<file path="src/adc_pkg.sv">
package adc_pkg;

	localparam int reg_addr_w    = 8;
	localparam int reg_data_w    = 24;
	localparam int poll_int_w    = 32;
	localparam int comm_read_bit = 6;  // r/w marker in the ad7794 communications byte.

	// local register map.
	localparam logic [reg_addr_w-1:0] reg_ctrl          = 8'd0;  // bit 0 is poll enable.
	localparam logic [reg_addr_w-1:0] reg_poll_addr     = 8'd1;
	localparam logic [reg_addr_w-1:0] reg_poll_interval = 8'd2;

	typedef enum logic {
		tgt_local = 1'b0,
		tgt_adc   = 1'b1
	} target_t;

	typedef struct packed {
		target_t               target;
		logic                  read;
		logic [reg_addr_w-1:0] addr;
		logic [reg_data_w-1:0] data;
	} host_cmd_t;

	typedef struct packed {
		logic                  poll_enable;
		logic [reg_addr_w-1:0] poll_addr;
		logic [poll_int_w-1:0] poll_interval;  // in clkin cycles.
	} cfg_t;

	typedef struct packed {
		logic [reg_addr_w-1:0] addr;
		logic [reg_data_w-1:0] value;
	} sample_t;

endpackage

</file>
<file path="src/spi_pkg.sv">
package spi_pkg;

	localparam int spi_addr_w = 8;   // communications byte.
	localparam int spi_data_w = 24;  // widest ad7794 register.

	// one frame as requested by the sequencer.
	typedef struct packed {
		logic                  read;  // data phase is driven by the adc.
		logic [spi_addr_w-1:0] addr;  // communications byte, sent first.
		logic [spi_data_w-1:0] data;  // write data, don't care on reads.
	} spi_req_t;

	// result of the last finished frame, held until the next one ends.
	typedef struct packed {
		logic [spi_addr_w-1:0] sdo_addr;  // address byte that went out.
		logic [spi_data_w-1:0] rdbk;      // bits sampled in the data phase.
	} spi_rsp_t;

endpackage
</file>
<file path="src/ad7794.sv">
`timescale 1ns/1ps

module ad7794 #(
	parameter int tsck_half = 1,
	parameter     spi_mode  = "chain"
) (
	input  logic              clkin,
	input  logic              reset,
	input  logic              spi_start,
	input  spi_pkg::spi_req_t req,
	output logic              spi_ready,
	output spi_pkg::spi_rsp_t rsp,
	output logic              sdio_as_sdo,
	output logic              CLK,
	output logic              CS,
	output logic              DIN,
	input  logic              DOUT_RDY,
	output logic              SCLK,
	input  logic              sclk_in,
	input  logic              mosi_in,
	input  logic              spi_ssb_in,
	output logic              spi_ssb_out,
	input  logic              adcclk
);

	logic cs_m;
	logic sck_m;
	logic sdi_m;

	generate
		if (spi_mode == "chain") begin : g_chain
			// external master owns sclk and din while its select is low.
			assign SCLK = spi_ssb_in ? sck_m : sclk_in;
			assign DIN  = spi_ssb_in ? sdi_m : mosi_in;
		end else begin : g_standalone
			assign SCLK = sck_m;  // any other mode value builds standalone.
			assign DIN  = sdi_m;
		end
	endgenerate

	assign CS  = cs_m;
	assign CLK = adcclk;  // adc master clock.
	assign spi_ssb_out = spi_ssb_in & CS;  // next device in the chain.

	spi_master #(
		.tsck_half(tsck_half)
	) i_spi_master (
		.clk        (clkin),
		.reset      (reset),
		.spi_start  (spi_start),
		.req        (req),
		.spi_ready  (spi_ready),
		.rsp        (rsp),
		.sdio_as_sdo(sdio_as_sdo),
		.cs         (cs_m),
		.sck        (sck_m),
		.sdi        (sdi_m),
		.sdo        (DOUT_RDY)
	);

endmodule

</file>
<file path="src/adc_cfg_regs.sv">
`timescale 1ns/1ps

module adc_cfg_regs (
	input  logic                           clkin,
	input  logic                           reset,
	input  logic                           cmd_strobe,
	input  adc_pkg::host_cmd_t             host_cmd,
	output adc_pkg::cfg_t                  cfg,
	output logic [adc_pkg::reg_data_w-1:0] host_rdata_local,
	output logic                           local_done
);
	import adc_pkg::*;

	logic local_cmd;

	assign local_cmd = cmd_strobe && (host_cmd.target == tgt_local);

	always_ff @(posedge clkin) begin
		if (reset) begin
			cfg        <= '0;  // polling off.
			local_done <= 1'b0;
		end else begin
			local_done <= local_cmd;
			if (local_cmd && !host_cmd.read) begin
				case (host_cmd.addr)
					reg_ctrl:          cfg.poll_enable <= host_cmd.data[0];
					reg_poll_addr:     cfg.poll_addr <= host_cmd.data[reg_addr_w-1:0];
					reg_poll_interval: cfg.poll_interval <=
						{{(poll_int_w - reg_data_w){1'b0}}, host_cmd.data};
					default: ;  // unmapped writes are dropped.
				endcase
			end
		end
	end

	always_ff @(posedge clkin) begin
		if (local_cmd) begin
			case (host_cmd.addr)
				reg_ctrl:          host_rdata_local <= {{(reg_data_w - 1){1'b0}}, cfg.poll_enable};
				reg_poll_addr:     host_rdata_local <=
					{{(reg_data_w - reg_addr_w){1'b0}}, cfg.poll_addr};
				reg_poll_interval: host_rdata_local <= cfg.poll_interval[reg_data_w-1:0];
				default:           host_rdata_local <= '0;
			endcase
		end
	end

endmodule

</file>
<file path="src/adc_poll_seq.sv">
`timescale 1ns/1ps

module adc_poll_seq (
	input  logic                           clkin,
	input  logic                           reset,
	input  logic                           cmd_strobe,
	input  adc_pkg::host_cmd_t             host_cmd,
	input  adc_pkg::cfg_t                  cfg,
	output logic                           spi_start,
	output spi_pkg::spi_req_t              req,
	input  logic                           spi_ready,
	input  spi_pkg::spi_rsp_t              rsp,
	output logic                           busy,
	output logic                           spi_done,
	output logic [adc_pkg::reg_data_w-1:0] spi_rdata,
	output logic                           sample_valid,
	output adc_pkg::sample_t               sample
);
	import spi_pkg::*;
	import adc_pkg::*;

	host_cmd_t             host_q;
	logic                  host_pend;
	logic                  poll_pend;
	logic                  in_flight;
	logic                  owner_poll;  // frame in flight belongs to the poller.
	logic                  ready_q;
	logic [poll_int_w-1:0] poll_cnt;
	logic [reg_addr_w-1:0] poll_addr_q;
	logic                  adc_cmd;
	logic                  go_host;
	logic                  go_poll;
	logic                  frame_end;

	function automatic logic [spi_addr_w-1:0] comm_byte(input logic [spi_addr_w-1:0] addr,
		input logic rd);
		logic [spi_addr_w-1:0] b;
		b = addr;
		b[comm_read_bit] = rd;
		return b;
	endfunction

	assign adc_cmd   = cmd_strobe && (host_cmd.target == tgt_adc);
	assign go_host   = !in_flight && spi_ready && host_pend;  // host wins.
	assign go_poll   = !in_flight && spi_ready && !host_pend && poll_pend && cfg.poll_enable;
	assign frame_end = in_flight && spi_ready && !ready_q;  // rising ready.

	always_ff @(posedge clkin) begin
		if (reset) begin
			host_pend    <= 1'b0;
			poll_pend    <= 1'b0;
			in_flight    <= 1'b0;
			owner_poll   <= 1'b0;
			ready_q      <= 1'b1;
			poll_cnt     <= '0;
			spi_start    <= 1'b0;
			busy         <= 1'b0;
			spi_done     <= 1'b0;
			sample_valid <= 1'b0;
		end else begin
			ready_q      <= spi_ready;
			spi_start    <= go_host || go_poll;
			spi_done     <= frame_end && !owner_poll;
			sample_valid <= frame_end && owner_poll;
			if (adc_cmd) begin
				host_pend <= 1'b1;
				busy      <= 1'b1;
			end else if (go_host) begin
				host_pend <= 1'b0;
			end
			if (frame_end) begin
				in_flight <= 1'b0;
				if (!owner_poll) begin
					busy <= 1'b0;  // falls together with host_done.
				end
			end else if (go_host || go_poll) begin
				in_flight  <= 1'b1;
				owner_poll <= go_poll;
			end
			if (!cfg.poll_enable || go_poll) begin
				poll_cnt  <= cfg.poll_interval;  // restart interval.
				poll_pend <= 1'b0;
			end else if (!poll_pend) begin
				if (poll_cnt == '0) begin
					poll_pend <= 1'b1;
				end else begin
					poll_cnt <= poll_cnt - 1'b1;
				end
			end
		end
	end

	always_ff @(posedge clkin) begin
		if (adc_cmd) begin
			host_q <= host_cmd;
		end
		if (go_host) begin
			req.read <= host_q.read;
			req.addr <= comm_byte(host_q.addr, host_q.read);
			req.data <= host_q.data;
		end else if (go_poll) begin
			req.read    <= 1'b1;
			req.addr    <= comm_byte(cfg.poll_addr, 1'b1);
			req.data    <= '0;
			poll_addr_q <= cfg.poll_addr;
		end
		if (frame_end) begin
			spi_rdata    <= rsp.rdbk;
			sample.addr  <= poll_addr_q;
			sample.value <= rsp.rdbk;
		end
	end

endmodule

</file>
<file path="src/adc_sub_top.sv">
`timescale 1ns/1ps

module adc_sub_top #(
	parameter int tsck_half = 1,
	parameter     spi_mode  = "chain"
) (
	input  logic                           clkin,
	input  logic                           reset,
	input  logic                           cmd_strobe,
	input  adc_pkg::host_cmd_t             host_cmd,
	output logic                           host_done,
	output logic [adc_pkg::reg_data_w-1:0] host_rdata,
	output logic                           busy,
	output logic                           sample_valid,
	output adc_pkg::sample_t               sample,
	output logic                           CLK,
	output logic                           CS,
	output logic                           DIN,
	input  logic                           DOUT_RDY,
	output logic                           SCLK,
	input  logic                           sclk_in,
	input  logic                           mosi_in,
	input  logic                           spi_ssb_in,
	output logic                           spi_ssb_out,
	input  logic                           adcclk
);
	import spi_pkg::*;
	import adc_pkg::*;

	cfg_t                  cfg;
	spi_req_t              req;
	spi_rsp_t              rsp;
	logic                  spi_start;
	logic                  spi_ready;
	logic                  local_done;
	logic                  spi_done;
	logic [reg_data_w-1:0] host_rdata_local;
	logic [reg_data_w-1:0] spi_rdata;

	// local and adc completions never coincide while the host honours busy.
	assign host_done  = local_done | spi_done;
	assign host_rdata = local_done ? host_rdata_local : spi_rdata;

	adc_cfg_regs i_adc_cfg_regs (
		.clkin           (clkin),
		.reset           (reset),
		.cmd_strobe      (cmd_strobe),
		.host_cmd        (host_cmd),
		.cfg             (cfg),
		.host_rdata_local(host_rdata_local),
		.local_done      (local_done)
	);

	adc_poll_seq i_adc_poll_seq (
		.clkin       (clkin),
		.reset       (reset),
		.cmd_strobe  (cmd_strobe),
		.host_cmd    (host_cmd),
		.cfg         (cfg),
		.spi_start   (spi_start),
		.req         (req),
		.spi_ready   (spi_ready),
		.rsp         (rsp),
		.busy        (busy),
		.spi_done    (spi_done),
		.spi_rdata   (spi_rdata),
		.sample_valid(sample_valid),
		.sample      (sample)
	);

	ad7794 #(
		.tsck_half(tsck_half),
		.spi_mode (spi_mode)
	) i_ad7794 (
		.clkin      (clkin),
		.reset      (reset),
		.spi_start  (spi_start),
		.req        (req),
		.spi_ready  (spi_ready),
		.rsp        (rsp),
		.sdio_as_sdo(),
		.CLK        (CLK),
		.CS         (CS),
		.DIN        (DIN),
		.DOUT_RDY   (DOUT_RDY),
		.SCLK       (SCLK),
		.sclk_in    (sclk_in),
		.mosi_in    (mosi_in),
		.spi_ssb_in (spi_ssb_in),
		.spi_ssb_out(spi_ssb_out),
		.adcclk     (adcclk)
	);

endmodule

</file>
<file path="src/spi_master.sv">
`timescale 1ns/1ps

module spi_master #(
	parameter int tsck_half = 1
) (
	input  logic              clk,
	input  logic              reset,
	input  logic              spi_start,
	input  spi_pkg::spi_req_t req,
	output logic              spi_ready,
	output spi_pkg::spi_rsp_t rsp,
	output logic              sdio_as_sdo,
	output logic              cs,
	output logic              sck,
	output logic              sdi,
	input  logic              sdo
);
	import spi_pkg::*;

	localparam int frame_w = spi_addr_w + spi_data_w;
	localparam int half_w  = $clog2(tsck_half + 1);
	localparam int bit_w   = $clog2(frame_w);

	logic [frame_w-1:0]    tx_shift;
	logic [spi_data_w-1:0] rx_shift;
	logic [spi_addr_w-1:0] addr_q;
	logic                  read_q;
	logic [half_w-1:0]     half_cnt;
	logic [bit_w-1:0]      bit_cnt;
	logic                  active;  // cs is low.
	logic                  finish;  // cs rose on the previous edge.
	logic                  launch;
	logic                  tick;
	logic                  last_bit;

	assign launch   = spi_start && spi_ready && !active;
	assign tick     = active && (half_cnt == half_w'(tsck_half - 1));
	assign last_bit = (bit_cnt == bit_w'(frame_w - 1));

	assign sdi = active & tx_shift[frame_w-1];  // msb first.
	assign sdio_as_sdo = active && read_q && (bit_cnt >= bit_w'(spi_addr_w));

	always_ff @(posedge clk) begin
		if (reset) begin
			cs        <= 1'b1;
			sck       <= 1'b0;
			spi_ready <= 1'b1;
			active    <= 1'b0;
			finish    <= 1'b0;
			half_cnt  <= '0;
			bit_cnt   <= '0;
		end else begin
			finish <= 1'b0;
			if (finish) begin
				spi_ready <= 1'b1;  // rsp is already stable here.
			end
			if (launch) begin
				active    <= 1'b1;
				cs        <= 1'b0;
				spi_ready <= 1'b0;
				half_cnt  <= '0;
				bit_cnt   <= '0;
			end else if (active) begin
				if (tick) begin
					half_cnt <= '0;
					sck      <= ~sck;
					if (sck) begin  // falling edge closes a bit period
						if (last_bit) begin
							active <= 1'b0;
							cs     <= 1'b1;
							finish <= 1'b1;
						end else begin
							bit_cnt <= bit_cnt + 1'b1;
						end
					end
				end else begin
					half_cnt <= half_cnt + 1'b1;
				end
			end
		end
	end

	// shift registers and response.
	always_ff @(posedge clk) begin
		if (launch) begin
			tx_shift <= {req.addr, req.data};
			addr_q   <= req.addr;
			read_q   <= req.read;
		end else if (tick) begin
			if (!sck) begin
				rx_shift <= {rx_shift[spi_data_w-2:0], sdo};  // sample on rising sck.
			end else begin
				tx_shift <= {tx_shift[frame_w-2:0], 1'b0};  // next bit on falling sck.
			end
			if (sck && last_bit) begin
				rsp.sdo_addr <= addr_q;
				rsp.rdbk     <= rx_shift;
			end
		end
	end

endmodule

</file>
<file path="config.mk">
export PLATFORM = sky130hd
export DESIGN_NAME = adc_sub_top
export DESIGN_NICKNAME = d
export VERILOG_FILES = /design/src/adc_pkg.sv /design/src/spi_pkg.sv /design/src/ad7794.sv /design/src/adc_cfg_regs.sv /design/src/adc_poll_seq.sv /design/src/adc_sub_top.sv /design/src/spi_master.sv
export SDC_FILE = /design/constraint.sdc
export NUM_CORES = 1
export LEC_CHECK = 0
export ABC_AREA = 1
export BUFFER_PORTS_ARGS = -buffer_cell sky130_fd_sc_hd__buf_4
export CAP_MARGIN = 25
export CORE_MARGIN = 2
export CORE_UTILIZATION = 38
export CTS_BUF_LIST = sky130_fd_sc_hd__clkbuf_4 sky130_fd_sc_hd__clkbuf_8
export CTS_CLUSTER_DIAMETER = 60
export CTS_CLUSTER_SIZE = 10
export DETAILED_ROUTE_END_ITERATION = 8
export GPL_TIMING_DRIVEN = 1
export PLACE_DENSITY_LB_ADDON = 0.25
export SYNTH_ARGS = -nofsm -noshare
export SYNTH_HDL_FRONTEND = slang
export SYNTH_SLANG_ARGS = --single-unit
export TNS_END_PERCENT = 1
</file>
<file path="constraint.sdc">
create_clock -name clkin -period 7 [get_ports clkin]
set_clock_uncertainty 0.15 [all_clocks]
set_input_delay 1.05 -clock clkin [delete_from_list [all_inputs] [get_ports clkin]]
set_output_delay 1.05 -clock clkin [all_outputs]
set_load 0.05 [all_outputs]
</file>
Word level (Yosys, flattened, before mapping). Index checks and enable logic that the tools add are counted.

Add/subtract/negate cells: 3. Equality and inequality tests: 5. Mux-type cells: 33. Bitwise gates (word level): 12. Reductions and logical operators: 50.

Operators with widths (number): $mux W32 (8); $pmux W24 S3 (1); $logic_not A32 Y1 (1); $sub A32 B1 Y32 const B (1); $mux W24 (1); $mux W1 (23); $logic_and A1 B1 Y1 (16); $reduce_and A2 Y1 (7); $reduce_bool A2 Y1 (7); $not A1 Y1 (9); $reduce_and A3 Y1 (3); $eq A8 B1 Y1 const B (1); $eq A8 B2 Y1 const B (1); $logic_not A8 Y1 (1); $reduce_and A4 Y1 (2); $logic_not A1 Y1 (7); $reduce_or A2 Y1 (3); $add A5 B1 Y5 const B (1); $eq A5 B5 Y1 const B (1); $reduce_or A5 Y1 (1); $and A1 B1 Y1 (2); $logic_or A1 B1 Y1 (2); $ne A2 B1 Y1 const B (1); $ne A2 B2 Y1 const B (1); 2 further kinds (2).

Register bits: 295. Bits of input ports: 42. Output and inout port bits: 64. Word-level logic and storage cells: 136.

Depth between registers and ports, before layout. Gate-level depths: netlist of run 1.

Depth after elaboration: 8. Depth in mapped cells: 12. Gate-level depth less buffers: 11.

Hierarchy. From an unflattened synthesis of run 1, not the netlist that was laid out.

Cells, all modules: 1380. Area total of the unflattened synthesis: 13237.7 µm².

Modules (own cells, without submodules): adc_poll_seq (times used 1, cells each 696, area an instance 6411.1 µm², seq. area each 3943.8 µm²); spi_master (times used 1, cells each 275, area an instance 3873.7 µm², seq. area each 3133.0 µm²); adc_cfg_regs (times used 1, cells each 320, area an instance 2549.9 µm², seq. area each 1401.3 µm²); adc_sub_top (times used 1, cells each 79, area an instance 361.6 µm², seq. area each 0.0 µm²); ad7794 (times used 1, cells each 10, area an instance 41.3 µm², seq. area each 0.0 µm²).

Worst setup path before layout of run 1. Ideal clock, no wire load.

Kind: register to register. From: register i_ad7794.i_spi_master.spi_ready. To: register i_adc_poll_seq.in_flight. Setup time: 0.122 ns. Arrival: 3.187 ns. Required time: 6.728 ns. Path slack: 3.542 ns. Cell stages (with the launch flop): 6. Path buffers: 0. Clock period less this slack: 3.458 ns. Cells stage by stage: dfxtp_1 inv_2 nor3_1 inv_1 o211ai_1 inv_1.

Elaborated cells between the ends (all ways): 9. Those cells by class: 9 x reduce/logical.

RTL lines: from (decl) (RTL line spi_master.sv:10) `output logic spi_ready,`; from (signal assigned) (RTL line spi_master.sv:47) `spi_ready <= 1'b1;`; from (signal assigned) (RTL line spi_master.sv:55) `spi_ready <= 1'b1;`; from (signal assigned) (RTL line spi_master.sv:60) `spi_ready <= 1'b0;`; $logic_and A1 B1 Y1 (2 in series) (RTL line adc_poll_seq.sv:46) `assign frame_end = in_flight && spi_ready && !ready_q;`; named net i_adc_poll_seq.frame_end (RTL line adc_poll_seq.sv:33) `logic frame_end;`; $reduce_or A2 Y1 (no source line); to (signal assigned) (RTL line adc_poll_seq.sv:52) `in_flight <= 1'b0;`; to (signal assigned) (RTL line adc_poll_seq.sv:72) `in_flight <= 1'b0;`; to (signal assigned) (RTL line adc_poll_seq.sv:77) `in_flight <= 1'b1;`; to (decl) (RTL line adc_poll_seq.sv:25) `logic in_flight;`.

The timed path passes the listed nets, and every way through them passes these cells. A chain may end at the register's enable or synchronous reset.

Final worst setup path of run 1.
From: register i_adc_cfg_regs.local_done. To: output host_rdata[9] (netlist name).

Cells in the longest elaborated chain, start to end: 1.

RTL lines: from (decl) (RTL line adc_cfg_regs.sv:10) `output logic local_done`; from (signal assigned) (RTL line adc_cfg_regs.sv:23) `local_done <= local_cmd;`; $mux W24 (RTL line adc_sub_top.sv:42) `assign host_rdata = local_done ? host_rdata_local : spi_rdata;`; to (decl) (RTL line adc_sub_top.sv:12) `output logic [adc_pkg::reg_data_w-1:0] host_rdata,`.

Every way passes these cells.

==> results_dict.tcl, run 1 <==
set metrics [dict create \
    status "completed" \
    grt_overflow_total 0 \
    grt_use_total_pct 17.0 \
    drt_iter0_drc 635 \
    die_x_um 180 \
    final_layout_size_suffix_gt1_share_pct 15.5 \
    fmax_mhz 268 \
    synth_cells 1201 \
    vias 8282 \
    antenna_found_initial 0 \
    ir_drop_v 0.000110 \
    nNetsFinal 1362 \
    ctsRootBufferMaster "clkbuf_8" \
    ys_top_cells_by_area "edfxtp_1 53%, dfxtp_1 15%, nand2_1 11%, nor2_1 5.5%, inv_1 3.8%" \
    grt_pass1_vias 8095 \
    cp-start-kind "flip-flop" \
    antenna_cells 0 \
    grt_setup_unrepaired "no" \
    grt_max_degree 45 \
    critPathArrivalTime_ns 2.53 \
    io_buffers 103 \
    maxSlewViolCount 0 \
    cts-resized-gates 0 \
    dr.pass1.iters 5 \
    area_growth_pct 17.2 \
    layout_min_cycle_time_ns 3.73 \
    tns_ns 0 \
    ys_seq_elements 294 \
    cp_max_fo 26 \
    yosysTopAreaCellShare_pct 52.9 \
    synth_top_cell_by_area "edfxtp_1" \
    ys_seq_area_share_pct 67.5 \
    synth_common_cells "352 x nand2_1, 208 x edfxtp_1, 173 x nor2_1, 120 x inv_1, 86 x dfxtp_1" \
    drc 0 \
    worstMarginPinSlew_ns 0.902 \
    synth_warnings 0 \
    cts_tree "built" \
    crit_type "flip-flop to output pin" \
    core_area_um2 30600 \
    post-route-period-util_pct 53.2 \
    synth_ff_type "edfxtp_1" \
    initial_core_util_pct 38.6 \
    synth_area_um2 11800 \
    ios 106 \
    fin_util_pct 45.2 \
    setup_viol 0 \
    hold_buffers 0 \
    num_rows 64 \
    numCtsBuffers 36 \
    slew_headroom_pct 39.7 \
    cts_setup_buffers 0 \
    max_cap_viol_count 0 \
    fillers 2962 \
    hold_slack_ns 0.265 \
    syn_nets 1246 \
    place.detailed.hpwl_mm 19.3 \
    hold_viol 0 \
    wl_per_cell_um 16.0 \
    grt_pass1_wl_mm 43.6 \
    async_flop_share_pct 0 \
    powerDensity_nw_per_um2 242 \
    die-height_um 180 \
    clkSlewWorstSetupHoldPaths_ns 0.07 \
    ant_nets 0 \
    r2r_slack_ns 4.41 \
    leakagePower_nw 5.76 \
    synth_area_per_cell_um2 9.84 \
    htreeDepth 2 \
    cp-end-kind "output pin" \
    required_ns 5.80 \
    wl_mm 27.8 \
    clockBufferDepth 3 \
    via_per_inst 4.76 \
    synth_most_common_cell "nand2_1" \
    routabilityCongestion 0.864 \
    dieArea_um2 32500 \
    cts_sinks 294 \
    insertion_delay_ns 0.54 \
    dp.cells 1674 \
    finalNonFillerCells 1741 \
    min_path_type "flip-flop to flip-flop" \
    synth-edff-count 208 \
    synth_cell_types 33 \
]
[worst max-delay path, cell delays in order (launching register included)]
cell	delay, ns
dfxtp_1	0.87
inv_1	0.65
nand2_1	0.21
nand2_1	0.07
buf_4	0.19
[layout make-up]
| type | instances | area [µm²] | share of cell area (%) |
|---|---|---|---|
| multi-input combinational | 745 | 3230 | 23.3 |
| clock buffer | 59 | 668 | 4.83 |
| inverter | 124 | 465 | 3.36 |
| tap | 396 | 495 | 3.58 |
| timing repair buffer | 116 | 915 | 6.61 |
| sequential | 294 | 7970 | 57.6 |
| clock inverter | 7 | 100 | 0.723 |
[worst paths after layout]
check	startpoint	depth (start not counted)	end
setup reg to reg	i_adc_poll_seq.poll_pend	8	i_adc_poll_seq.poll_cnt[14]
hold / removal	i_ad7794.i_spi_master.rsp[4]	0	i_adc_poll_seq.spi_rdata[4]
setup / recovery	i_adc_cfg_regs.local_done	4	host_rdata[9]
hold reg to reg	i_ad7794.i_spi_master.rsp[4]	0	i_adc_poll_seq.spi_rdata[4]
[per-layer routing]
metal  track usage (%)  part of all wire [%]  up-vias
li1                  -                     -     4142
met1              22.5                    45     3926
met3              2.85                   4.5       34
met5                 0                     0        -
met4              3.90                   1.6        0
met2              29.3                    49      180
[cell usage in the layout (no fill, tap or decap), types with 4 or more instances in the layout]
cell,n
a21oi_1,37
xor2_1,7
nand2_1,352
nand3b_1,4
buf_4,113
nor2_1,170
edfxtp_1,208
inv_2,4
clkbuf_4,23
nand3_1,38
nor3_1,31
o21ai_0,56
nand4_1,13
dfxtp_1,86
nand2_2,5
inv_1,120
clkbuf_8,36
nor2_2,10
[power by group]
group	internal [mW]	switching [mW]	total, mW
registers	1.89	0.0120	1.90
clock network	0.686	0.618	1.30
logic	0.0435	0.0993	0.143
[logic make-up (layout without fill, tap and decap cells)]
logic type / count (synthesis) / in the layout / synth area share, %
compound gates: 101 / 101 / 4.45
xor+xnor: 8 / 8 / 0.593
fa+ha+maj: 3 / 3 / 0.318
buf+inv: 162 / 306 / 5.32
flops: 294 / 294 / 67.5
simple gates: 633 / 633 / 21.9
[flip-flops by register name, indices dropped and copies added (netlist names), 32 cells and up]
name                            cells
i_adc_poll_seq.req                 32
i_ad7794.i_spi_master.tx_shift     32
i_adc_cfg_regs.cfg                 33
i_adc_poll_seq.host_q              32
i_adc_poll_seq.poll_cnt            32
[stage by stage]
stage          total power [mW]  cell area, µm²  setup slack, ns
2_1_floorplan              2.02           11800             3.54
3_5_place_dp               2.08           13000             3.65
5_1_grt                    3.47           13800             3.03
6_report                   3.35           13800             3.27
4_1_cts                    3.39           13800             3.25
3_3_place_gp               2.08           13000             3.46
Note: power is estimated with default switching activity, not from simulation.
==> run 2: changes to the inputs <==
==> constraint.sdc (replaced) <==
create_clock -name clkin -period 3.7 [get_ports clkin]
set_clock_uncertainty 0.15 [all_clocks]
set_input_delay 0.555 -clock clkin [delete_from_list [all_inputs] [get_ports clkin]]
set_output_delay 0.555 -clock clkin [all_outputs]
set_load 0.05 [all_outputs]
==> results_dict.tcl, run 2 (synthesis gave the netlist of run 1 again) <==
set metrics [dict create \
    ir_drop_v 0.000197 \
    gr-usage-met1_pct 22.5 \
    antenna_cells 0 \
    dr.pass1.iters 5 \
    fmax_mhz 359 \
    max_cap_viol_count 0 \
    cp-start-kind "flip-flop" \
    grt_pass1_vias 7981 \
    cts_setup_buffers 0 \
    place.detailed.hpwl_mm 19.1 \
    insertion_delay_ns 0.55 \
    r2r_cells 5 \
    worstMarginPinSlew_ns 0.880 \
    power_mw 6.14 \
    grt_setup_unrepaired "no" \
    nNetsFinal 1365 \
    via_per_inst 4.75 \
    core_area_um2 30600 \
    final_common_cell "nand2_1" \
    hold_slack_ns 0.0488 \
    vias 8252 \
    grt_use_total_pct 17.0 \
    antenna_found_initial 0 \
    crit_type "flip-flop to output pin" \
    io_buffers 103 \
    cts-resized-gates 0 \
    wl_mm 27.7 \
    ant_nets 0 \
    cp-end-kind "output pin" \
    routabilityCongestion 0.873 \
    grt_busiest_layer "met2" \
    numCtsBuffers 37 \
    drc 0 \
    area_growth_pct 16.4 \
    fin_util_pct 44.9 \
    r2r-start "i_adc_poll_seq.poll_pend" \
    leakagePower_nw 5.72 \
    ctsRootBufferMaster "clkbuf_8" \
    hold_buffers 0 \
    min_path_type "input port to flip-flop" \
    largest_reg_flops 33 \
    grt_pass1_wl_mm 43.8 \
    largest-register "i_adc_cfg_regs.cfg" \
    grt_max_degree 45 \
    critPathArrivalTime_ns 2.08 \
    num_rows 64 \
    powerDensity_nw_per_um2 447 \
    initial_core_util_pct 38.6 \
    slew_headroom_pct 41.1 \
    holdPathEnd "i_adc_poll_seq.host_q[17]" \
    layout_min_cycle_time_ns 2.78 \
    clkSlewWorstSetupHoldPaths_ns 0.07 \
    required_ns 2.99 \
    cp_max_fo 26 \
    cts_sinks 294 \
    grtUsageMet2_pct 28.4 \
    grt_overflow_total 0 \
    clockBufferDepth 3 \
    finalNonFillerCells 1738 \
    status "completed" \
    post-route-period-util_pct 75.2 \
    dp.cells 1677 \
    die_x_um 180 \
    htreeDepth 2 \
    final_cell_mix "352 x nand2_1, 208 x edfxtp_1, 170 x nor2_1, 120 x inv_1, 117 x buf_4" \
    setup_viol 0 \
    r2r_slack_ns 1.28 \
    use_met3_pct 3.19 \
    drt_iter0_drc 703 \
    wl_per_cell_um 15.9 \
    die-height_um 180 \
    min_from "host_cmd[17]" \
    r2r-end "i_adc_poll_seq.req[6]" \
    hold_viol 0 \
    cts_tree "built" \
    final_layout_size_suffix_gt1_share_pct 15.4 \
    min_path_cells 1 \
    ios 106 \
    tns_ns 0 \
    dieArea_um2 32500 \
    maxSlewViolCount 0 \
]
==> run 2: stage by stage <==
stage                     worst slack [ns]  cell area, µm²
after floorplan                      0.242           11800
after global placement                1.29           13000
after detailed placement              1.27           13100
after CTS                            0.882           13700
after global routing                 0.716           13700
final                                0.917           13700
==> run 2: layout make-up <==
cell class                      instances  area [µm²]
Timing Repair Buffer                  118         906
Sequential cell                       294        7970
Clock buffer                           52         622
Clock inverter                          9        60.1
Multi-Input combinational cell        745        3230
Fill cell                            2912       16800
Inverter                              124         465
Tap cell                              396         495
==> run 2: worst max-delay path, stage by stage, from the launching register on <==
cell,delay [ns]
dfxtp_1,0.30
buf_4,0.20
inv_1,0.56
nand2_1,0.10
nand2_1,0.16
buf_4,0.22
==> run 2: worst max path at each step <==
| stage | startpoint | endpoint | cells after the start |
|---|---|---|---|
| after floorplan | i_ad7794.i_spi_master.spi_ready | i_adc_poll_seq.in_flight | 5 |
| after global placement | i_adc_poll_seq.poll_pend | i_adc_poll_seq.req[12] | 5 |
| after detailed placement | i_adc_poll_seq.poll_pend | i_adc_poll_seq.req[13] | 5 |
| after CTS | i_adc_cfg_regs.local_done | host_rdata[5] | 5 |
| after global routing | i_adc_cfg_regs.local_done | host_rdata[4] | 5 |
| final | i_adc_cfg_regs.local_done | host_rdata[5] | 5 |
==> run 2: power by group <==
part	leakage (nW)	switching (mW)	internal, mW
combinational	2.72	0.187	0.0804
clock	0.365	1.18	1.10
sequential	2.63	0.0207	3.58
==> run 2: layer usage <==
layer,routed length (µm),vias to the layer above,share of wire (%)
met5,0,-,0
met4,817,0,2.9
met3,1400,57,5.0
met2,13100,201,47
met1,12400,3851,45
li1,-,4143,-
